$ cat src/common/daq_pkg.sv
package daq_pkg;

    // ~~~~~~~~~~~~~~~~~~~~
    // widths that carry a meaning
    // ~~~~~~~~~~~~~~~~~~~~

    typedef logic [63:0] sample_t;      // eight ADC bytes, device 0 in the top byte
    typedef logic [7:0]  byte_t;
    typedef logic [5:0]  cache_addr_t;  // block in [5:4], word in [3:0]
    typedef logic [11:0] com_addr_t;
    typedef logic [1:0]  block_idx_t;
    typedef logic [3:0]  ptype_t;
    typedef logic [31:0] stamp_t;

    // ~~~~~~~~~~~~~~~~~~~~
    // geometry and timing
    // ~~~~~~~~~~~~~~~~~~~~

    localparam int DEVICE_NUM    = 8;
    localparam int BLOCK_LEN     = 16;
    localparam int BLOCK_NUM     = 4;
    localparam int CACHE_LATENCY = 2;  // builder address register plus cache read register

    // ~~~~~~~~~~~~~~~~~~~~
    // packet format
    // ~~~~~~~~~~~~~~~~~~~~

    localparam ptype_t PTYPE_STAT = 4'h1;
    localparam ptype_t PTYPE_DATA = 4'h5;

    localparam byte_t STAT_MARK0 = 8'h66;
    localparam byte_t STAT_MARK1 = 8'hBB;
    localparam byte_t DATA_MARK0 = 8'h55;
    localparam byte_t DATA_MARK1 = 8'hAA;

    localparam int STAT_LEN = 14;  // two markers and the 12 byte status word
    localparam int HEAD_LEN = 4;
    localparam int TRIG_LEN = 4;

    localparam com_addr_t COM_STAT_BASE   = 12'h800;
    localparam com_addr_t COM_DATA_BASE   = 12'h000;
    localparam com_addr_t COM_DATA_STRIDE = 12'h100;  // one data packet slot per block

    typedef enum logic [2:0] {
        ST_WAIT,
        ST_STATUS,
        ST_HEAD,
        ST_JUDGE,
        ST_GAP,
        ST_WORK,
        ST_TRIGGER,
        ST_DONE
    } builder_state_t;

endpackage

$ cat src/adc_cache/adc_cache.sv
`timescale 1ns/1ps

module adc_cache (
    input  logic                 clk,
    input  logic                 rst,
    input  logic                 sample_valid,
    input  daq_pkg::sample_t     sample,
    input  daq_pkg::cache_addr_t rd_addr,
    output daq_pkg::sample_t     rd_data,
    output daq_pkg::stamp_t      blocks_done
);

    localparam int DEPTH = daq_pkg::BLOCK_NUM * daq_pkg::BLOCK_LEN;

    daq_pkg::sample_t     mem [DEPTH];
    daq_pkg::cache_addr_t wr_ptr;

    // ~~~~~~~~~~~~~~~~~~~~
    // write side
    // ~~~~~~~~~~~~~~~~~~~~

    always_ff @(posedge clk) begin
        if (sample_valid) begin
            mem[wr_ptr] <= sample;
        end
    end

    // the pointer wraps from block 3 back to block 0 on its own
    always_ff @(posedge clk or posedge rst) begin
        if (rst) begin
            wr_ptr      <= '0;
            blocks_done <= '0;
        end else if (sample_valid) begin
            wr_ptr <= wr_ptr + 1'b1;
            if (wr_ptr[3:0] == 4'(daq_pkg::BLOCK_LEN - 1)) begin
                blocks_done <= blocks_done + 1'b1;  // last word of a block lands now
            end
        end
    end

    // ~~~~~~~~~~~~~~~~~~~~
    // read side
    // ~~~~~~~~~~~~~~~~~~~~

    // one register stage, data follows the address by a cycle
    always_ff @(posedge clk) begin
        rd_data <= mem[rd_addr];
    end

endmodule

$ cat config.mk
export PLATFORM = sky130hd
export DESIGN_NAME = adc_cache
export DESIGN_NICKNAME = d
export VERILOG_FILES = /design/src/common/daq_pkg.sv /design/src/adc_cache/adc_cache.sv
export SDC_FILE = /design/constraint.sdc
export NUM_CORES = 2
export LEC_CHECK = 0
export ABC_AREA = 0
export BUFFER_PORTS_ARGS = -buffer_cell sky130_fd_sc_hd__buf_4
export CAP_MARGIN = 20
export CORE_MARGIN = 1
export CORE_UTILIZATION = 39
export DETAILED_ROUTE_END_ITERATION = 7
export GPL_ROUTABILITY_DRIVEN = 0
export PLACE_DENSITY = 0.56
export SLEW_MARGIN = 20
export SYNTH_ARGS = -nofsm -noshare
export SYNTH_HDL_FRONTEND = slang
export SYNTH_SLANG_ARGS = --single-unit
$ cat constraint.sdc
create_clock -name clk -period 11.5 [get_ports clk]
set_clock_uncertainty 0.15 [all_clocks]
set_input_delay 2.875 -clock clk [delete_from_list [all_inputs] [get_ports clk]]
set_output_delay 2.875 -clock clk [all_outputs]
set_load 0.02 [all_outputs]
Word level (Yosys, flattened, before mapping). Memory sizes are Yosys's and may differ from the RTL's. A register that Yosys moved wholly into a read port is not among the register bits. Cells that the tools add are included.

Mux-type cells: 2. Reduce and logical (&&, ||, !) cells: 1. Equality and inequality tests: 1. $add $sub $neg: 2.

Operator list (count): $add A32 B1 Y32 const B (1); $add A6 B1 Y6 const B (1); $eq A4 B4 Y1 const B (1); $mux W1 (2); $reduce_and A2 Y1 (1).

RAM bits: 4096. Word-level logic and storage cells: 9. Memories: 1. Flip-flop bits (word level): 38. Output and inout bits: 96. Bits of input ports: 73.

Memory list: mem (words 64, width 64, rd ports 1, clocked after memory_dff 1, wr ports 1, RTL line adc_cache.sv:15) `daq_pkg::sample_t mem [DEPTH];`.

Logic depth before layout (Yosys ltp).
Depth in word-level cells: 2. Mapped depth: 10. Gate-level depth less buffers: 6.

Worst setup path before layout. Ideal clock, no wire load.

Path type: input -> register. Start point: input sample_valid. End point: memory mem[48][0] in the netlist's numbering (enable). Data arrival time: 7.742 ns. Path slack: 3.043 ns. Stages on the path: 3. Buffers on the path: 1. Data required time: 10.786 ns. Setup time: 0.564 ns. Path through: clkbuf_1 > nand4b_1 > nor3_1.

Cells in the longest elaborated chain, start to end: 2.

RTL lines: from (decl) (RTL line adc_cache.sv:6) `input logic sample_valid,`; $mux W1 (RTL line adc_cache.sv:23) `if (sample_valid) begin`; $mux W1 (not written as such) (RTL line adc_cache.sv:24) `mem[wr_ptr] <= sample;`; to (decl) (RTL line adc_cache.sv:15).

Every way passes these cells.

==> flow_metrics.py <==
metrics = {
    "power_and_ir_drop": {
        "power_density_nw_per_um2": 186,
        "ir_drop_v": 0.000124,
        "p_leak_nw": 55.2,
    },
    "die": {
        "initial_core_util_pct": 39.3,
        "core_area_um2": 400000,
        "dieArea_um2": 405000,
        "core.rowCount": 232,
        "die_h_um": 637,
        "chipWidth_um": 637,
        "boundaryPins": 169,
    },
    "layout": {
        "areaGrowthSynthToFinish_pct": 14.0,
        "nets": 7193,
        "fillerInstances": 33250,
        "drive_gt1_share_pct": 27.5,
        "design_area_um2": 179000,
    },
    "synthesis": {
        "synthTopCellsByArea": "edfxtp_1 78%, mux4_2 15%, o22ai_1 1.2%",
        "synth_edf_count": 4096,
        "synth_top_family_by_area": "multiplexers",
        "synthSimpleGateAreaFrac_pct": 1.24,
        "synth_xor_area_share_pct": 0.195,
        "synth_cell_type_count": 46,
        "synth-seq-cells": 4198,
        "synth_ff_type": "edfxtp_1",
        "yosys_warnings": 0,
        "synthCells": 6707,
        "yosysTopAreaCellShare_pct": 78.3,
        "ys_async_sr_fraction_pct": 0.905,
        "synthAdderAreaFrac_pct": 0.0159,
        "yosysTopAreaCell": "edfxtp_1",
        "syn_area_um2": 157000,
        "synthMuxAreaShare_pct": 15.1,
        "avgSynthCellArea_um2": 23.4,
        "synth_compound_area_share_pct": 2.44,
        "yosysSeqAreaShare_pct": 79.7,
        "syn-num-nets": 6782,
    },
    "hold_path": {
        "min_delay_worst_endpoint": "blocks_done[31]$_DFFE_PP0P_",
        "holdCritPathClass": "reg -> reg",
        "hold_start": "blocks_done[31]$_DFFE_PP0P_",
        "holdPathStages": 1,
    },
    "setup_path": {
        "cp_max_fo": 50,
        "path_common_cell": "buf_4",
        "r2r_cells": 5,
        "crit_path_start_kind": "input port",
        "reg2reg_to": "mem[3][33]$_DFFE_PP_",
        "slowest_stage": "nor2b_1",
        "criticalPathCategory": "in -> reg",
        "r2r_start": "wr_ptr[2]$_DFFE_PP0P_",
        "cp.required_ns": 12.20,
        "crit_path_end_kind": "flop",
        "slowest_delay_ns": 0.83,
        "regToRegSetupSlack_ns": 7.20,
        "path_cells": "buf_8 > buf_4 > nor2b_1 > nand2b_4 > buf_4 > o22ai_1 > nor4_1 > o22a_1",
        "cp.arrival_ns": 6.73,
    },
    "global_route": {
        "grt_max_degree": 132,
        "grt_use_total_pct": 22.7,
        "grt_pass1_vias": 77225,
        "grt_antenna_before_repair": 33,
        "grt-ovfl-total": 0,
        "grt_pass1_wl_um": 638000,
    },
    "status": {
        "status": "finished, final reports clean",
    },
    "detailed_routing": {
        "post-route-drc-count": 0,
        "drt-total-wl_um": 465000,
        "ant_nets": 0,
        "vias_per_cell": 6.05,
        "drtPass1Iterations": 5,
        "wl_per_cell_um": 36.5,
        "routed-via-count": 77145,
        "drt_iter0_drc": 10176,
    },
    "clock_network": {
        "ctsResizeCount": 0,
        "clockRootBuffer": "clkbuf_16",
        "cts_hold_buf": 0,
        "cts_buffer_depth": 4,
        "tritoncts": "yes",
        "path_clk_slew_ns": 0.06,
        "worstSkewPairLatency_ns": 0.96,
        "post_cts_buffers": 0,
        "cts_made_buffers": 423,
        "h-tree-depth": 5,
        "clock_sink_count": 4198,
    },
    "sta": {
        "fmax_mhz": 166,
        "maxSlewHeadroom_pct": 21.1,
        "maxSlewViolCount": 0,
        "finalCritPeriodShare_pct": 52.4,
        "timing.final.hold_violations": 0,
        "worst_pin_slew_ns": 1.18,
        "rsz0062_at_grt": "no",
        "period_needed_ns": 6.03,
        "finalSetupTns_ns": 0,
        "setup_viol": 0,
    },
    "place": {
        "portBuffers": 168,
        "dpl-instance-area_um2": 166000,
        "hpwl_um": 243000,
    },
    "job": {
        "cap_violations": 0,
    },
}
[where the power goes]
| part | internal [mW] | total (mW) | switching (mW) |
|---|---|---|---|
| clock | 7.69 | 13.5 | 5.82 |
| sequential | 17.4 | 17.6 | 0.202 |
| combinational | 0.694 | 2.31 | 1.62 |
| total | 25.8 | 33.4 | 7.63 |
[stage by stage]
step | total power [mW] | setup WS (ns) | util [%] | cells | hold slack (ns)
final | 33.4 | 5.47 | 44.8 | 12752 | 0.353
after global routing | 34.2 | 5.47 | 44.8 | 12747 | 0.371
after CTS | 33.6 | 5.61 | 44.8 | 12743 | 0.351
after detailed placement | 20.2 | 4.56 | 41.4 | 11958 | 0.338
after global placement | 20.2 | 4.67 | 41.3 | 11950 | 0.309
after floorplan | 19.0 | 3.04 | - | 6707 | 0.428
[cells in the mapped netlist (all sizes together) (10+ instances only)]
master  instances
a21oi          60
buf           224
clkbuf        151
dfrtp          38
dfxtp          64
edfxtp       4096
mux2           10
mux2i          84
mux4         1014
nand2          53
nand2b         15
nand3          19
nand4          12
nor2          142
nor2b          12
nor3           62
nor4           60
o21ai          69
o221ai         64
o22a           58
o22ai         301
xnor2          27
[cell type report]
type                    count  area [um2]  area share [%]
flip-flops and latches   4198      125000            69.9
inverters                   7        26.3          0.0147
diodes                      9        22.5          0.0126
repair buffers            361        3160            1.77
clock inverters           220        2010            1.12
clock buffers             565       11500            6.42
well taps                5265        6590            3.68
multi-input cells        2127       30500            17.0
[state kept, by name, summed over array words and instances (netlist names)]
name,count
rd_data,64
mem,4096
blocks_done,32
wr_ptr,6
[worst max path at each step]
stage                 start                   end  slack [ns]  cells after the start
2_1_floorplan  sample_valid  mem[48][0]$_DFFE_PP_        3.04                      3
3_3_place_gp     rd_addr[2]   rd_data[60]$_DFF_P_        4.67                      8
3_5_place_dp     rd_addr[2]   rd_data[58]$_DFF_P_        4.56                      8
4_1_cts          rd_addr[2]   rd_data[58]$_DFF_P_        5.61                      8
5_1_grt          rd_addr[2]   rd_data[54]$_DFF_P_        5.47                      8
6_report         rd_addr[2]   rd_data[36]$_DFF_P_        5.47                      8
[placed cells by master, fill, tap and decap left out, types with 59 or more instances in the layout]
cell,instances
edfxtp_1,4096
o22ai_1,301
clkbuf_16,430
clkinv_1,86
nor2_1,80
o21ai_0,69
buf_4,326
mux4_2,1014
mux2i_1,84
nor3_1,60
nor2_4,62
clkinv_2,70
dfxtp_1,64
a21oi_1,60
nor4_1,59
clkbuf_1,112
o221ai_1,64
[cell families (layout without fill, tap and decap cells)]
| logic type | Yosys count | after routing |
|---|---|---|
| other | 0 | 9 |
| adder cells (fa/ha/maj) | 2 | 2 |
| XOR/XNOR | 35 | 35 |
| buffers and inverters | 382 | 1153 |
| AND/OR/NAND/NOR | 401 | 401 |
| flip-flops | 4198 | 4198 |
| multiplexers | 1108 | 1108 |
| AO/OA/AOI/OAI | 581 | 581 |
[worst max-delay path, delay by kind of cell]
kind / cells / cell delay, ns
buf+inv: 3 / 1.42
compound gates: 2 / 0.60
simple gates: 3 / 1.42
[layer usage]
layer / wire length (um) / GRT usage [%] / part of all wire [%]
met3: 40800 / 3.84 / 8.8
met5: 23 / 0 / 0.0049
met4: 14600 / 6.50 / 3.1
met1: 184000 / 31.4 / 40
met2: 226000 / 37.0 / 49
Note: power is estimated with default switching activity, not from simulation.
