File: config.mk
export PLATFORM = sky130hd
export DESIGN_NAME = trigger_stamp
export DESIGN_NICKNAME = d
export VERILOG_FILES = /design/src/common/daq_pkg.sv /design/src/verilog/trigger_stamp.sv
export SDC_FILE = /design/constraint.sdc
export NUM_CORES = 1
export LEC_CHECK = 0
export BUFFER_PORTS_ARGS = -buffer_cell sky130_fd_sc_hd__buf_2
export CORE_MARGIN = 2
export CORE_UTILIZATION = 48
export CTS_CLUSTER_SIZE = 20
export DETAILED_ROUTE_END_ITERATION = 8
export PLACE_DENSITY = 0.72
export SLEW_MARGIN = 25
export SYNTH_ARGS = -nofsm -noshare
export SYNTH_HDL_FRONTEND = slang
export SYNTH_SLANG_ARGS = --single-unit
export TNS_END_PERCENT = 5
File: constraint.sdc
create_clock -name clk -period 5.1 [get_ports clk]
set_clock_uncertainty 0.15 [all_clocks]
set_input_delay 0.51 -clock clk [delete_from_list [all_inputs] [get_ports clk]]
set_output_delay 0.51 -clock clk [all_outputs]
set_load 0.01 [all_outputs]
File: src/common/daq_pkg.sv
package daq_pkg;

    // ~~~~~~~~~~~~~~~~~~~~
    // widths that carry a meaning
    // ~~~~~~~~~~~~~~~~~~~~

    typedef logic [63:0] sample_t;      // eight ADC bytes, device 0 in the top byte
    typedef logic [7:0]  byte_t;
    typedef logic [5:0]  cache_addr_t;  // block in [5:4], word in [3:0]
    typedef logic [11:0] com_addr_t;
    typedef logic [1:0]  block_idx_t;
    typedef logic [3:0]  ptype_t;
    typedef logic [31:0] stamp_t;

    // ~~~~~~~~~~~~~~~~~~~~
    // geometry and timing
    // ~~~~~~~~~~~~~~~~~~~~

    localparam int DEVICE_NUM    = 8;
    localparam int BLOCK_LEN     = 16;
    localparam int BLOCK_NUM     = 4;
    localparam int CACHE_LATENCY = 2;  // builder address register plus cache read register

    // ~~~~~~~~~~~~~~~~~~~~
    // packet format
    // ~~~~~~~~~~~~~~~~~~~~

    localparam ptype_t PTYPE_STAT = 4'h1;
    localparam ptype_t PTYPE_DATA = 4'h5;

    localparam byte_t STAT_MARK0 = 8'h66;
    localparam byte_t STAT_MARK1 = 8'hBB;
    localparam byte_t DATA_MARK0 = 8'h55;
    localparam byte_t DATA_MARK1 = 8'hAA;

    localparam int STAT_LEN = 14;  // two markers and the 12 byte status word
    localparam int HEAD_LEN = 4;
    localparam int TRIG_LEN = 4;

    localparam com_addr_t COM_STAT_BASE   = 12'h800;
    localparam com_addr_t COM_DATA_BASE   = 12'h000;
    localparam com_addr_t COM_DATA_STRIDE = 12'h100;  // one data packet slot per block

    typedef enum logic [2:0] {
        ST_WAIT,
        ST_STATUS,
        ST_HEAD,
        ST_JUDGE,
        ST_GAP,
        ST_WORK,
        ST_TRIGGER,
        ST_DONE
    } builder_state_t;

endpackage

File: src/verilog/trigger_stamp.sv
`timescale 1ns/1ps

module trigger_stamp (
    input  logic            clk,
    input  logic            rst,
    input  logic            sample_valid,
    input  logic            trig,
    output daq_pkg::stamp_t trig_stamp,
    output daq_pkg::stamp_t trig_count
);

    daq_pkg::stamp_t sample_count;  // accepted samples since reset

    always_ff @(posedge clk or posedge rst) begin
        if (rst) begin
            sample_count <= '0;
            trig_stamp   <= '0;
            trig_count   <= '0;
        end else if (sample_valid) begin
            sample_count <= sample_count + 1'b1;
            if (trig) begin
                // stamp is the index of the triggering sample itself
                trig_stamp <= sample_count;
                trig_count <= trig_count + 1'b1;
            end
        end
    end

endmodule

=== Word-level counts from Yosys, hierarchy flattened ===
Cells that the tools add are included.

* Bits in registers: 96
* Output and inout port bits: 64
* Word-level logic and storage cells: 6

* Add/subtract/negate cells: 2
* Reduce and logical (&&, ||, !) cells: 1

{| class="wikitable"
|+ Operators by type and width
! operator !! number
|-
| 32-bit by 1-bit adder with 32-bit output (second input constant) || 2
|-
| 2-bit AND reduction || 1
|}

=== Longest topological paths before layout ===
Gate-level depths: netlist of the first run.

* Word-level depth: 1
* Mapped depth: 6
* Mapped depth without buffers: 5

=== Least setup slack after synthesis of the first run ===
Ideal clock, no wire load.

* Path type: input -> register
* Start point: in sample_valid
* End point: reg sample_count[28]
* Library setup time: 0.079 ns
* Arrival: 1.780 ns
* Path slack: 3.091 ns
* Cell stages on the path: 6
* Buffers on the path: 2
* Path through: buf_6 > nand4_1 > or4_1 > buf_6 > nor4_4 > xor2_1

{| class="wikitable"
|+ RTL lines
! what !! RTL line !! RTL
|-
| from (decl) || trigger_stamp.sv:6 || <nowiki>input logic sample_valid,</nowiki>
|-
| to (signal assigned) || trigger_stamp.sv:20 || <nowiki>sample_count <= sample_count + 1'b1;</nowiki>
|-
| to (decl) || trigger_stamp.sv:12 || <nowiki>daq_pkg::stamp_t sample_count;</nowiki>
|}

=== Worst setup path after layout of the first run ===
* Start point: reg sample_count[0]
* End point: reg sample_count[28]

* Longest elaborated chain between the ends: 1

{| class="wikitable"
|+ Ends and longest elaborated chain
! what !! RTL line
|-
| 32-bit by 1-bit adder with 32-bit output || trigger_stamp.sv:20
|}

No other way between the ends.
A chain may end at the register's enable or synchronous reset.

==> results of run 1 <==
==> state kept, by name, indices dropped and copies added (netlist names) <==
| name | flops |
|---|---|
| sample_count | 32 |
| trig_stamp | 32 |
| trig_count | 32 |
==> power breakdown <==
group | internal, mW | total [mW] | leakage, nW | switching (mW)
Combinational | 0.102 | 0.205 | 1.11 | 0.103
Sequential | 0.834 | 0.917 | 1.29 | 0.0828
Clock | 0.225 | 0.487 | 0.0920 | 0.263
==> cell usage after synthesis (all sizes together) (7+ instances only) <==
library cell / n / area [sq um]
inv: 7 / 26.3
xor2: 30 / 263
nand4: 16 / 113
nor3: 18 / 95.1
and3: 8 / 51.3
nand2: 25 / 93.8
nand3: 15 / 75.1
dfrtp: 96 / 2400
xnor2: 32 / 280
and4: 11 / 100
mux2: 33 / 372
nor2: 10 / 37.5
==> worst max-delay path by stage <==
stage / end / slack, ns / depth (start not counted)
2_1_floorplan: sample_count[0] / 1.93 / 1
3_3_place_gp: sample_count[28] / 2.85 / 5
3_5_place_dp: sample_count[28] / 2.78 / 5
4_1_cts: sample_count[28] / 2.83 / 5
5_1_grt: sample_count[28] / 2.68 / 5
6_report: sample_count[28] / 2.84 / 5
==> per-stage QoR <==
step	setup WS (ns)	util, %	hold slack (ns)	power [mW]	instances
floorplan	1.93	-	0.292	1.05	325
global placement	2.85	55.0	0.306	1.13	491
detailed placement	2.78	55.0	0.316	1.14	491
CTS	2.83	57.3	0.146	1.62	507
global route	2.68	57.3	0.182	1.68	507
finish	2.84	57.3	0.116	1.61	507
==> routing by layer <==
metal,vias to the layer above,routed length [um],global-route usage [%]
met5,-,0,0
met4,0,136,6.57
met3,12,274,3.49
li1,1281,-,-
met2,44,3530,26.0
met1,1312,3590,24.6
==> layout by cell type, fill, tap and decap left out, drive strengths merged, types with 2 or more instances in the layout <==
| master | n |
|---|---|
| ha | 2 |
| nand4 | 16 |
| buf | 68 |
| and3 | 8 |
| and2 | 2 |
| xnor2 | 32 |
| and4 | 11 |
| nor3b | 2 |
| clkbuf | 10 |
| nand2 | 25 |
| nor3 | 18 |
| dfrtp | 96 |
| nand3 | 15 |
| mux2 | 33 |
| xor2 | 30 |
| nor4 | 5 |
| nor2 | 10 |
| clkinvlp | 2 |
| inv | 6 |
| clkinv | 4 |
==> worst max-delay path, cell delays in order, from the launching register on <==
cell	delay, ns
dfrtp_1	0.42
ha_1	0.19
nand4_1	0.25
or4_1	0.66
nor4_4	0.32
xor2_1	0.19
==> cell families (layout without fill, tap and decap cells) <==
logic type               count (synthesis)  after routing  synth area share [%]
AO/OA/AOI/OAI                            1              1                 0.122
XOR/XNOR                                62             62                  13.2
adder cells (fa/ha/maj)                  2              2                 0.609
buffers and inverters                   14             91                  1.64
flip-flops                              96             96                  58.5
multiplexers                            33             33                  9.05
AND/OR/NAND/NOR                        117            117                  16.9
==> cell type report <==
| class | count | area (sq um) | area share (%) |
|---|---|---|---|
| well taps | 105 | 131 | 2.78 |
| repair buffers | 68 | 343 | 7.25 |
| inverters | 7 | 27.5 | 0.582 |
| clock inverters | 6 | 60.1 | 1.27 |
| clock buffers | 10 | 128 | 2.70 |
| multi-input cells | 215 | 1640 | 34.6 |
| flip-flops and latches | 96 | 2400 | 50.8 |
==> flow_metrics.tcl, run 1 <==
set metrics [dict create \
    grt_pass1_vias 2520 \
    worst_pin_slew_ns 0.827 \
    clk_latency_ns 0.36 \
    fin_crit_ns 2.26 \
    worstPathRequired_ns 5.22 \
    rr_startpoint "sample_count[0]" \
    holdBufCountCts 0 \
    num_rows 33 \
    cp.arrival_ns 2.38 \
    antenna_found_initial 0 \
    core_area_sq_um 8260 \
    cts_resized 0 \
    ys_seq_area_share_pct 58.5 \
    post-route-cell-area_sq_um 4730 \
    crit_fanout 6 \
    cts_tree "built" \
    placed_area_sq_um 4540 \
    synth.avg_cell_area_sq_um 12.6 \
    period_share_pct 44.3 \
    hp-class "input port to asynchronous set/reset pin" \
    grt_max_degree 50 \
    ys_ff_latch 96 \
    numCtsBuffers 9 \
    ir_drop_mv 0.243 \
    post-cts-setup-buffer-count 0 \
    ys_types 30 \
    dr.pass1.iters 4 \
    hold_viol 0 \
    globalplace.congestion 0.831 \
    ys_warn_count 0 \
    cts_max_path_buffers 2 \
    totalWireLength_um 7530 \
    path_class "flip-flop to flip-flop" \
    critPathLaunchType "flip-flop" \
    async_flop_share_pct 100 \
    syn_area_sq_um 4110 \
    synthCells 325 \
    n_fill_cell 737 \
    die_w_um 96.5 \
    grt.overflow.total 0 \
    crit_path_end_kind "flip-flop" \
    synth_edf_count 0 \
    drive_above_1_share_pct 31.3 \
    reg2reg_slack_ns 2.84 \
    setup_viol 0 \
    wire_per_inst_um 14.9 \
    syn_nets 331 \
    via_count 2649 \
    status "complete, no violations" \
    maxCapViolCount 0 \
    slew_headroom_pct 44.9 \
    ys.flop_type "dfrtp_1" \
    dp_hpwl_um 5340 \
    cts.htree.levels 3 \
    port_buffers 67 \
    diodes 0 \
    die-area_sq_um 9310 \
    rr_endpoint "sample_count[28]" \
    final.setup.tns_ns 0 \
    clock-sinks 96 \
    max_freq_mhz 443 \
    clk_pin_slew_worst_paths_ns 0.10 \
    drt_iter0_markers 70 \
    final_nets 403 \
    die_h_um 96.5 \
    power_per_cell_area_nw_per_um2 340 \
    area_delta_synth_final_pct 15.1 \
    initial_core_util_pct 49.7 \
    startpoint "sample_count[0]" \
    rsz0062_at_grt "no" \
    grt_pass1_wl_um 12300 \
    io_pins 68 \
    clock-root-buffer "clkbuf_8" \
    drv_slew 0 \
    drc_errors 0 \
    rr_worst_depth 5 \
    ant_nets 0 \
    grt_use_total_pct 17.2 \
    vias_per_cell 5.22 \
    cellLeakagePower_nw 2.49 \
]
Note: power is estimated with default switching activity, not from simulation.
==> inputs of run 2 (changes only) <==
==> constraint.sdc (replaced) <==
create_clock -name clk -period 2.25 [get_ports clk]
set_clock_uncertainty 0.15 [all_clocks]
set_input_delay 0.225 -clock clk [delete_from_list [all_inputs] [get_ports clk]]
set_output_delay 0.225 -clock clk [all_outputs]
set_load 0.01 [all_outputs]
==> run 2 against run 1 <==
Compared with the run above:
- sequential power rose by 130%
- fmax rose by 9.6%
- clock-buffer cell count rose by 1
- cell count rose by 1.2%
- wire length fell by 1.0%
- combinational power rose by 130%
- flip-flop and latch count did not move
- setup slack got worse by 2.7 ns
- via count rose by 2.6%
- highest routed layer unchanged
==> flow_metrics.tcl, run 2 (synthesis gave the netlist of run 1 again) <==
set metrics [dict create \
    cts.htree.levels 3 \
    globalplace.congestion 0.770 \
    diodes 0 \
    slew_headroom_pct 66.8 \
    grt_pass1_wl_um 12300 \
    worst_path_max_delay_cell "or4_1" \
    initial_core_util_pct 49.7 \
    power_per_cell_area_nw_per_um2 763 \
    drc_errors 0 \
    final_nets 411 \
    ir_drop_mv 0.491 \
    drt_iter0_markers 86 \
    worstPathRequired_ns 2.38 \
    mostFrequentLayoutCells "dfrtp_1, buf_2, mux2_2" \
    cts_tree "built" \
    io_pins 68 \
    antenna_found_initial 0 \
    drive_above_1_share_pct 32.4 \
    setup_viol 0 \
    crit_chain "nand4_2, or4_1, nor4_4, xor2_1" \
    worst_pin_slew_ns 0.495 \
    clk_latency_ns 0.36 \
    drv_slew 0 \
    core_area_sq_um 8260 \
    clock-root-buffer "clkbuf_8" \
    cp.arrival_ns 2.19 \
    fin_cells 513 \
    final_common_cell "dfrtp_1" \
    clock-sinks 96 \
    die_w_um 96.5 \
    totalWireLength_um 7460 \
    critPathLaunchType "flip-flop" \
    port_buffers 67 \
    cp_slowest_stage_delay_ns 0.73 \
    cellLeakagePower_nw 2.54 \
    numCtsBuffers 9 \
    hold_viol 0 \
    fin_crit_ns 2.06 \
    reg2reg_slack_ns 0.19 \
    status "complete, no violations" \
    post-cts-setup-buffer-count 0 \
    maxCapViolCount 0 \
    dpl.cell_count 498 \
    vias_per_cell 5.30 \
    final.setup.tns_ns 0 \
    area_delta_synth_final_pct 17.2 \
    post-route-cell-area_sq_um 4810 \
    crit_fanout 6 \
    grt_pass1_vias 2547 \
    ant_nets 0 \
    crit_path_end_kind "flip-flop" \
    dr.pass1.iters 4 \
    via_count 2717 \
    grt.overflow.total 0 \
    die-area_sq_um 9310 \
    clk_pin_slew_worst_paths_ns 0.08 \
    period_share_pct 91.6 \
    path_class "flip-flop to flip-flop" \
    rsz0062_at_grt "no" \
    power_mw 3.67 \
    grt_use_total_pct 17.3 \
    die_h_um 96.5 \
    max_freq_mhz 485 \
    placed_area_sq_um 4610 \
    grt_max_degree 97 \
    hp-class "input port to flip-flop" \
    top_regs "sample_count x32, trig_count x32, trig_stamp x32" \
    wire_per_inst_um 14.5 \
    dp_hpwl_um 5140 \
    num_rows 33 \
    cts_max_path_buffers 2 \
]
-- run 2: changes by cell type in the layout (fill, tap and decap cells not counted) --
cell / before / now
buf_12: 0 / 1
clkbuf_1: 1 / 0
clkinv_2: 4 / 1
clkbuf_8: 9 / 11
dlygate4sd3_1: 0 / 1
buf_4: 1 / 7
-- run 2: area by class of cell --
type	count	area, sq um
Fill cell	680	3440
Sequential cell	96	2400
Multi-Input combinational cell	215	1640
Timing Repair Buffer	76	418
Clock buffer	11	151
Tap cell	105	131
Clock inverter	3	42.5
Inverter	7	30.0
-- run 2: metrics by stage --
step	hold WS [ns]	setup WS, ns	utilization, %
2_1_floorplan	0.276	0.291	-
3_3_place_gp	0.262	0.273	55.8
3_5_place_dp	0.270	0.199	55.8
4_1_cts	0.0111	0.179	58.3
5_1_grt	0.0463	0.0586	58.3
6_report	0.0195	0.189	58.3
-- run 2: where the power goes --
group	total (mW)	leakage, nW	internal, mW	switching, mW
logic	0.480	1.15	0.239	0.241
clock network	1.12	0.0973	0.561	0.559
registers	2.07	1.29	1.89	0.182
total	3.67	2.54	2.69	0.982
-- run 2: routing by layer --
layer | wire length (um) | part of all wire [%] | global-route usage, %
met2 | 3400 | 46 | 25.4
met4 | 114 | 1.5 | 6.34
met1 | 3630 | 49 | 25.0
met3 | 307 | 4.1 | 4.42
met5 | 0 | 0 | 0
-- run 2: worst max-delay path, delay by kind of cell (launching register included) --
family / cells / cell delay [ns]
simple gates: 3 / 1.21
flops: 1 / 0.46
xor+xnor: 1 / 0.17
-- run 2: path summary, 6_finish.rpt --
check,start,end,depth (start not counted)
worst max-delay path,sample_count[9],sample_count[28],4
worst min-delay path,sample_valid,sample_count[0],2
min in group asynchronous,rst,trig_count[15],4
worst min register to register,trig_count[31],trig_count[31],1
max in group asynchronous,rst,trig_stamp[7],4
worst max register to register,sample_count[9],sample_count[28],4
-- run 2: repair_timing --
item                      4_1_cts  5_1_grt
resized for setup               0        0
hold endpoints to repair       96        0
hold buffers                    1        0
