===== src/common/daq_pkg.sv =====
package daq_pkg;

    // ~~~~~~~~~~~~~~~~~~~~
    // widths that carry a meaning
    // ~~~~~~~~~~~~~~~~~~~~

    typedef logic [63:0] sample_t;      // eight ADC bytes, device 0 in the top byte
    typedef logic [7:0]  byte_t;
    typedef logic [5:0]  cache_addr_t;  // block in [5:4], word in [3:0]
    typedef logic [11:0] com_addr_t;
    typedef logic [1:0]  block_idx_t;
    typedef logic [3:0]  ptype_t;
    typedef logic [31:0] stamp_t;

    // ~~~~~~~~~~~~~~~~~~~~
    // geometry and timing
    // ~~~~~~~~~~~~~~~~~~~~

    localparam int DEVICE_NUM    = 8;
    localparam int BLOCK_LEN     = 16;
    localparam int BLOCK_NUM     = 4;
    localparam int CACHE_LATENCY = 2;  // builder address register plus cache read register

    // ~~~~~~~~~~~~~~~~~~~~
    // packet format
    // ~~~~~~~~~~~~~~~~~~~~

    localparam ptype_t PTYPE_STAT = 4'h1;
    localparam ptype_t PTYPE_DATA = 4'h5;

    localparam byte_t STAT_MARK0 = 8'h66;
    localparam byte_t STAT_MARK1 = 8'hBB;
    localparam byte_t DATA_MARK0 = 8'h55;
    localparam byte_t DATA_MARK1 = 8'hAA;

    localparam int STAT_LEN = 14;  // two markers and the 12 byte status word
    localparam int HEAD_LEN = 4;
    localparam int TRIG_LEN = 4;

    localparam com_addr_t COM_STAT_BASE   = 12'h800;
    localparam com_addr_t COM_DATA_BASE   = 12'h000;
    localparam com_addr_t COM_DATA_STRIDE = 12'h100;  // one data packet slot per block

    typedef enum logic [2:0] {
        ST_WAIT,
        ST_STATUS,
        ST_HEAD,
        ST_JUDGE,
        ST_GAP,
        ST_WORK,
        ST_TRIGGER,
        ST_DONE
    } builder_state_t;

endpackage


===== src/packet_builder/packet_builder.sv =====
`timescale 1ns/1ps

module packet_builder (
    input  logic                 clk,
    input  logic                 rst,
    input  logic                 fs,
    output logic                 fd,
    input  daq_pkg::ptype_t      ptype,
    input  daq_pkg::block_idx_t  block_idx,
    input  logic [15:0]          board_id,
    input  logic [15:0]          chan_mode,
    input  daq_pkg::stamp_t      blocks_done,
    input  daq_pkg::stamp_t      trig_stamp,
    input  daq_pkg::stamp_t      trig_count,
    output daq_pkg::cache_addr_t rd_addr,
    input  daq_pkg::sample_t     rd_data,
    output logic                 wr_en,
    output daq_pkg::com_addr_t   wr_addr,
    output daq_pkg::byte_t       wr_data
);

    daq_pkg::builder_state_t state;

    logic [3:0]          byte_cnt;  // byte within the current phase
    logic [3:0]          dev_cnt;   // device under judgement, 8 means all seen
    logic [1:0]          lat_cnt;
    logic                phase_end;
    logic [2:0]          lane;
    daq_pkg::com_addr_t  com_ptr;   // next byte address in the communication RAM
    daq_pkg::byte_t      mask_now;
    daq_pkg::byte_t      dev_mask;
    daq_pkg::byte_t      dev_left;  // mask shifted so bit 7 is always the current device
    daq_pkg::block_idx_t blk;
    logic [95:0]         snap;      // status word or trigger stamp, shifted out from the top

    // a device is on when its 2-bit mode field is nonzero, device 0 maps to bit 7
    always_comb begin
        for (int d = 0; d < daq_pkg::DEVICE_NUM; d++) begin
            mask_now[7 - d] = |chan_mode[15 - 2 * d -: 2];
        end
    end

    assign lane = 3'(daq_pkg::DEVICE_NUM - 1) - dev_cnt[2:0];

    always_comb begin
        case (state)
            daq_pkg::ST_STATUS:  phase_end = (byte_cnt == 4'(daq_pkg::STAT_LEN - 1));
            daq_pkg::ST_HEAD:    phase_end = (byte_cnt == 4'(daq_pkg::HEAD_LEN - 1));
            daq_pkg::ST_WORK:    phase_end = (byte_cnt == 4'(daq_pkg::BLOCK_LEN - 1));
            daq_pkg::ST_TRIGGER: phase_end = (byte_cnt == 4'(daq_pkg::TRIG_LEN - 1));
            default:             phase_end = 1'b0;
        endcase
    end

    // ~~~~~~~~~~~~~~~~~~~~
    // sequencing
    // ~~~~~~~~~~~~~~~~~~~~

    always_ff @(posedge clk or posedge rst) begin
        if (rst) begin
            state    <= daq_pkg::ST_WAIT;
            byte_cnt <= '0;
            dev_cnt  <= '0;
            lat_cnt  <= '0;
            dev_left <= '0;
            com_ptr  <= '0;
            rd_addr  <= '0;
            wr_addr  <= '0;
            wr_en    <= 1'b0;
            fd       <= 1'b0;
        end else begin
            wr_en <= 1'b0;
            fd    <= 1'b0;
            case (state)
                daq_pkg::ST_WAIT: begin
                    byte_cnt <= '0;
                    dev_cnt  <= '0;
                    // unknown packet types simply keep us here
                    if (fs && ptype == daq_pkg::PTYPE_STAT) begin
                        com_ptr <= daq_pkg::COM_STAT_BASE;
                        state   <= daq_pkg::ST_STATUS;
                    end else if (fs && ptype == daq_pkg::PTYPE_DATA) begin
                        com_ptr  <= daq_pkg::com_addr_t'(daq_pkg::COM_DATA_BASE +
                                    block_idx * daq_pkg::COM_DATA_STRIDE);
                        dev_left <= mask_now;
                        state    <= daq_pkg::ST_HEAD;
                    end
                end
                daq_pkg::ST_STATUS, daq_pkg::ST_HEAD, daq_pkg::ST_WORK,
                daq_pkg::ST_TRIGGER: begin
                    wr_en    <= 1'b1;
                    wr_addr  <= com_ptr;
                    com_ptr  <= com_ptr + 1'b1;
                    byte_cnt <= byte_cnt + 1'b1;
                    if (state == daq_pkg::ST_WORK) begin
                        rd_addr <= rd_addr + 1'b1;
                    end
                    if (phase_end) begin
                        byte_cnt <= '0;
                        case (state)
                            daq_pkg::ST_HEAD: state <= daq_pkg::ST_JUDGE;
                            daq_pkg::ST_WORK: begin
                                dev_cnt  <= dev_cnt + 1'b1;
                                dev_left <= dev_left << 1;
                                state    <= daq_pkg::ST_JUDGE;
                            end
                            default: state <= daq_pkg::ST_DONE;
                        endcase
                    end
                end
                daq_pkg::ST_JUDGE: begin
                    if (dev_cnt == 4'(daq_pkg::DEVICE_NUM)) begin
                        state <= daq_pkg::ST_TRIGGER;
                    end else if (dev_left[7]) begin
                        rd_addr <= daq_pkg::cache_addr_t'({blk, 4'h0});  // word 0 of the block
                        lat_cnt <= 2'd1;  // the judge cycle is the first latency cycle
                        state   <= daq_pkg::ST_GAP;
                    end else begin
                        dev_cnt  <= dev_cnt + 1'b1;  // disabled, move on without reading
                        dev_left <= dev_left << 1;
                    end
                end
                daq_pkg::ST_GAP: begin
                    if (lat_cnt == 2'(daq_pkg::CACHE_LATENCY - 1)) begin
                        rd_addr <= rd_addr + 1'b1;
                        state   <= daq_pkg::ST_WORK;
                    end else begin
                        lat_cnt <= lat_cnt + 1'b1;
                    end
                end
                daq_pkg::ST_DONE: begin
                    // the last byte is written in the first done cycle, fd rises after it
                    fd <= fs;
                    if (!fs) begin
                        state <= daq_pkg::ST_WAIT;
                    end
                end
                default: state <= daq_pkg::ST_WAIT;
            endcase
        end
    end

    // ~~~~~~~~~~~~~~~~~~~~
    // byte content
    // ~~~~~~~~~~~~~~~~~~~~

    always_ff @(posedge clk) begin
        case (state)
            daq_pkg::ST_WAIT: begin
                if (fs) begin
                    // snapshot taken on the accepting edge keeps a packet self-consistent
                    dev_mask <= mask_now;
                    blk      <= block_idx;
                    if (ptype == daq_pkg::PTYPE_STAT) begin
                        snap <= {board_id, chan_mode, blocks_done, trig_count};
                    end else begin
                        snap <= {trig_stamp, 64'h0};
                    end
                end
            end
            daq_pkg::ST_STATUS: begin
                case (byte_cnt)
                    4'd0: wr_data <= daq_pkg::STAT_MARK0;
                    4'd1: wr_data <= daq_pkg::STAT_MARK1;
                    default: begin
                        wr_data <= snap[95:88];
                        snap    <= snap << 8;
                    end
                endcase
            end
            daq_pkg::ST_HEAD: begin
                case (byte_cnt)
                    4'd0:    wr_data <= daq_pkg::DATA_MARK0;
                    4'd1:    wr_data <= daq_pkg::DATA_MARK1;
                    4'd2:    wr_data <= dev_mask;
                    default: wr_data <= daq_pkg::byte_t'(blk);
                endcase
            end
            daq_pkg::ST_WORK: wr_data <= rd_data[8 * lane +: 8];
            daq_pkg::ST_TRIGGER: begin
                wr_data <= snap[95:88];
                snap    <= snap << 8;
            end
            default: ;
        endcase
    end

endmodule


===== config.mk =====
export PLATFORM = sky130hd
export DESIGN_NAME = packet_builder
export DESIGN_NICKNAME = d
export VERILOG_FILES = /design/src/common/daq_pkg.sv /design/src/packet_builder/packet_builder.sv
export SDC_FILE = /design/constraint.sdc
export NUM_CORES = 1
export LEC_CHECK = 0
export BUFFER_PORTS_ARGS = -buffer_cell sky130_fd_sc_hd__buf_2
export CORE_ASPECT_RATIO = 0.6
export CORE_UTILIZATION = 35
export CTS_BUF_LIST = sky130_fd_sc_hd__clkbuf_4 sky130_fd_sc_hd__clkbuf_8 sky130_fd_sc_hd__clkbuf_16
export CTS_CLUSTER_DIAMETER = 200
export CTS_CLUSTER_SIZE = 25
export DETAILED_ROUTE_END_ITERATION = 12
export GPL_TIMING_DRIVEN = 0
export PLACE_DENSITY = 0.53
export SLEW_MARGIN = 20
export SYNTH_ARGS = -nofsm -noshare
export SYNTH_HDL_FRONTEND = slang
export SYNTH_SLANG_ARGS = --single-unit

===== constraint.sdc =====
create_clock -name clk -period 10.1 [get_ports clk]
set_input_delay 1.01 -clock clk [delete_from_list [all_inputs] [get_ports clk]]
set_output_delay 1.01 -clock clk [all_outputs]
set_load 0.02 [all_outputs]

* After elaboration in Yosys (flattened, before gate mapping) *
Cells that the tools add are included.

operators by class
  shift-type cells = 1
  multiplexer cells = 45
  equality and inequality tests = 30
  reduce and logical (&&, ||, !) cells = 31
  add/sub/neg operators = 6

operator list
  cell                     number
  $mux W96                 3
  $pmux W96 S3             1
  $shiftx A64 B7 Y8        1
  $mux W8                  6
  $pmux W8 S3              2
  $pmux W8 S4              1
  $mux W12                 2
  $mux W3                  8
  $mux W6                  4
  $ne A2 B2 Y1 const B     12
  $pmux W12 S2             1
  $reduce_or A2 Y1         11
  $mux W4                  5
  $pmux W6 S3              1
  $pmux W8 S2              1
  $pmux W3 S5              1
  $reduce_and A5 Y1        3
  $add A12 B1 Y12 const B  1
  $eq A3 B3 Y1 const B     4
  $eq A4 B4 Y1 const B     3
  $pmux W4 S3              1
  $reduce_bool A3 Y1       3
  $add A4 B1 Y4 const B    2
  $eq A4 B1 Y1 const B     2
  other kinds (25)         34

storage, ports and cells
  flip-flop bits (word level) = 167
  word-level logic and storage cells = 128
  output and inout port bits = 28
  input bits = 201

* Depth between registers and ports, before layout *
  word-level depth = 5
  mapped depth = 10
  gate-level depth less buffers = 7

* Worst setup path before layout *
No wires, ideal clock.

  path kind = input -> register
  start point = input port fs
  end point = register snap[0], enable pin
  arrival = 5.765 ns
  setup time = 0.584 ns
  setup slack = 3.751 ns
  cell stages on the path = 2
  buffers on the path = 0
  required time = 9.516 ns
  cells stage by stage = a21oi_1 > o22ai_1

on the way
  cells in the longest elaborated chain, start to end = 2

RTL lines
  what                         line                   RTL
  from (decl)                  packet_builder.sv:6    input logic fs,
  $ne A2 B2 Y1 (no line)       -
  $reduce_and A3 Y1 (no line)  -
  to (signal assigned)         packet_builder.sv:155  snap <= {board_id, chan_mode, blocks_done, trig_count};
  to (signal assigned)         packet_builder.sv:157  snap <= {trig_stamp, 64'h0};
  to (signal assigned)         packet_builder.sv:167  snap <= snap << 8;
  to (decl)                    packet_builder.sv:34   logic [95:0] snap;

No other way between the ends.
A chain may end at the register's enable or synchronous reset.

* Final worst setup path *
  start point = register dev_cnt[1]
  end point = register dev_left[0]

on the way
  cells in the longest elaborated chain, start to end = 3

RTL lines
  what                         line                   RTL
  from (decl)                  packet_builder.sv:25   logic [3:0] dev_cnt;
  from (signal assigned)       packet_builder.sv:103  dev_cnt <= dev_cnt + 1'b1;
  from (signal assigned)       packet_builder.sv:119  dev_cnt <= dev_cnt + 1'b1;
  $eq A4 B4 Y1                 packet_builder.sv:112  if (dev_cnt == 4'(daq_pkg::DEVICE_NUM)) begin
  $ne A2 B2 Y1 (no line)       -
  $reduce_and A7 Y1 (no line)  -
  to (signal assigned)         packet_builder.sv:85   dev_left <= mask_now;
  to (signal assigned)         packet_builder.sv:104  dev_left <= dev_left << 1;
  to (signal assigned)         packet_builder.sv:120  dev_left <= dev_left << 1;
  to (decl)                    packet_builder.sv:32   daq_pkg::byte_t dev_left;

No other way between the ends.

==> results.py <==
metrics = {
    "detailed_routing": {
        "dr.pass1.iters": 4,
        "drtAntennaViolNets": 0,
        "wirelength_um": 25100,
        "drc": 0,
        "dr.first_iter.drc_count": 461,
        "via_count": 7129,
        "wire_per_inst_um": 17.6,
        "via_per_inst": 5.01,
    },
    "synthesis": {
        "synth_edf_count": 114,
        "synthDistinctLibCells": 58,
        "syn-instance-count": 837,
        "syn_area_per_cell_um2": 10.3,
        "async_flop_share_pct": 31.7,
        "seq_area_frac_synth_pct": 54.9,
        "netlist_area_mm2": 0.00865,
        "ys.flop_type": "edfxtp_1",
        "syn-num-nets": 1047,
        "ys_seq_elements": 167,
        "yosys_warnings": 0,
    },
    "setup_path": {
        "cp_top_family": "buffers and inverters",
        "crit_chain": "clkbuf_1, buf_1, inv_1, ha_1, nand3b_1, a221oi_1, or3_1, buf_6, a21oi_4, mux2_2",
        "path_class": "reg -> reg",
        "crit_required_ps": 10410,
        "cp_max_fo": 10,
        "critPathSlowestCell": "buf_1",
        "path_buf_inv": 4,
        "arrival_ps": 3490,
        "startpoint": "dev_cnt[1]",
        "cpPeakStageDelay_ps": 470,
        "critPathCaptureType": "register",
        "cp-start-kind": "register",
        "r2r-start": "dev_cnt[1]",
    },
    "global_routing": {
        "grt.total_usage_pct": 20.3,
        "grt_max_degree": 51,
        "grt_pass1_wl_um": 38000,
        "grt_pass1_vias": 6619,
        "grt_overflow": 0,
        "antenna_found_initial": 0,
    },
    "pwr": {
        "p_sw_share_pct": 39.0,
        "power.switching_mw": 1.37,
        "ir_drop_v": 0.000144,
        "power_frac_seq_pct": 37.3,
        "p_leak_nw": 4.70,
        "p_int_mw": 2.15,
        "p_comb_share_pct": 43.0,
        "clockPowerShare_pct": 19.7,
        "p_per_area_mw_per_mm2": 321,
        "power.total_mw": 3.52,
    },
    "timing": {
        "fin_crit_sh_pct": 31.5,
        "clock_skew_ps": 7.19,
        "max_freq_mhz": 314,
        "setup_viol": 0,
        "tightest_slew_ps": 997,
        "finalHoldViolCount": 0,
        "slew_headroom_pct": 33.5,
        "report.final.slew_viol_count": 0,
        "finalSetupTns_ps": 0,
        "layout_min_cycle_time_ps": 3180,
        "rsz0062_at_grt": "no",
    },
    "floorplanning": {
        "die_h_um": 124,
        "rows": 44,
        "coreArea_mm2": 0.0242,
        "initial_core_util_pct": 35.7,
        "pin_count": 229,
        "die_area_mm2": 0.0254,
        "die_w_um": 205,
    },
    "cts": {
        "cts_buffer_depth": 2,
        "ctsResizeCount": 0,
        "clkSinkCount": 167,
        "cts_setup_buffers": 0,
        "tritoncts": "done",
        "clk_pin_slew_ps": 60,
        "cts_htree_levels": 4,
        "cts_buffers": 17,
        "cts-root-buf": "clkbuf_16",
        "clk_latency_ps": 430,
        "postCtsHoldBufs": 0,
    },
    "cells_and_area": {
        "drive_gt1_share_pct": 28.8,
        "areaGrowthSynthToFinish_pct": 27.0,
        "nets": 1300,
        "antennaDiodeCount": 0,
        "fillers": 2400,
    },
    "flow_run": {
        "cap_violations": 0,
    },
    "hold_path": {
        "min_path_type": "in -> async",
    },
    "status": {
        "outcome": "finished, final reports clean",
    },
    "placement": {
        "post-dp-hpwl_um": 19500,
        "gp_congestion": 0.901,
        "port_buffers": 228,
    },
}
-- cell type report --
cell class                 instances  area (um2)  area share (%)
buffer                            57         256            2.34
multi-input combinational        601        3610            32.9
timing repair buffer             234        1290            11.8
tap                              322         403            3.67
inverter                          12        47.5           0.433
sequential                       167        4750            43.3
clock buffer                      19         440            4.01
clock inverter                    12         178            1.62
-- synth_stat cells (4+ instances only) --
master	count	share of area, %
nor2_1	44	1.9
a22o_1	6	0.61
a21oi_1	20	1.2
nand3_1	69	4.0
dfrtp_1	53	15
mux4_2	16	4.2
edfxtp_1	114	40
o22ai_1	4	0.29
mux2_2	11	1.4
nand2b_1	6	0.43
xnor2_1	5	0.51
and3_1	15	1.1
buf_2	7	0.41
o22a_1	4	0.41
and2_1	8	0.58
nand2_1	214	9.3
or2_2	8	0.58
ha_1	9	1.3
nand4_1	4	0.29
o21ai_0	61	3.5
mux2i_1	40	4.6
buf_1	8	0.35
clkbuf_1	36	1.6
xor2_1	6	0.61
nor3_1	6	0.35
inv_1	11	0.48
-- flip-flops by register name, summed over array words and instances (netlist names) --
register and count:
lat_cnt 2, blk 2, state 3, dev_left 8, rd_addr 6, dev_mask 8
dev_cnt 4, fd 1, byte_cnt 4, wr_addr 12, com_ptr 12, snap 96
wr_data 8, wr_en 1
-- path summary, 6_finish.rpt --
path | to | slack (ps) | cells after the start
setup / recovery | dev_left[0] | 6920 | 10
max in group asynchronous | com_ptr[2] | 9190 | 3
min in group clk | wr_addr[0] | 460 | 2
hold reg to reg | wr_addr[0] | 460 | 2
hold / removal | dev_cnt[1] | 450 | 2
setup reg to reg | dev_left[0] | 6920 | 10
-- cell usage in the layout (no fill, tap or decap), types with 4 or more instances in the layout --
cell type  Yosys  final
nor3_1         6      6
buf_2          7    235
nand3_1       69     69
and3_1        15     15
edfxtp_1     114    114
buf_1          8      8
nand4_1        4      4
inv_1         11     10
and2_1         8      8
a21oi_1       20     20
xor2_1         6      6
or2_2          8      8
mux4_2        16     16
dfrtp_1       53     53
clkbuf_1      36     36
buf_16         0      5
nand2b_1       6      6
bufinv_16      0      4
a22o_1         6      6
ha_1           9      9
nand2_1      214    214
o22a_1         4      4
xnor2_1        5      5
mux2_2        11     11
nor2_1        44     44
mux2i_1       40     40
o21ai_0       61     61
clkbuf_16      0     17
-- metrics by stage --
stage / setup slack [ps] / hold WS [ps] / cell area, um2 / instances / utilization, %
finish: 6920 / 449 / 11000 / 1424 / 45.3
global route: 6720 / 444 / 11000 / 1424 / 45.3
CTS: 6940 / 438 / 11000 / 1424 / 45.3
detailed placement: 6660 / 454 / 10400 / 1393 / 42.8
global placement: 1200 / 447 / 10200 / 1387 / 42.1
floorplan: 3750 / 448 / 8650 / 837 / -
-- power by group through the flow --
stage               sequential [mW]  combinational [mW]  clock, mW
finish                         1.31                1.52      0.693
floorplan                      1.39               0.943          0
CTS                            1.31                1.52      0.706
global placement               1.38                1.42          0
detailed placement             1.32                1.52          0
global route                   1.35                1.69      0.732
-- per-layer routing --
| metal | vias to the layer above | wire [um] | GRT usage, % |
|---|---|---|---|
| li1 | 3493 | - | - |
| met1 | 3383 | 13100 | 32.3 |
| met2 | 241 | 10100 | 28.3 |
| met3 | 12 | 1700 | 3.69 |
| met4 | 0 | 189 | 4.12 |
| met5 | - | 0 | 0 |
-- cell families after synthesis --
family                   count (synthesis)  share of synthesized area, %
multiplexers                            67                          10.2
flip-flops                             167                          54.9
AO/OA/AOI/OAI                          125                          8.96
AND/OR/NAND/NOR                        388                          19.7
adder cells (fa/ha/maj)                  9                          1.30
XOR/XNOR                                12                          1.43
buffers and inverters                   69                          3.49
(Power assumes the default switching activity.)
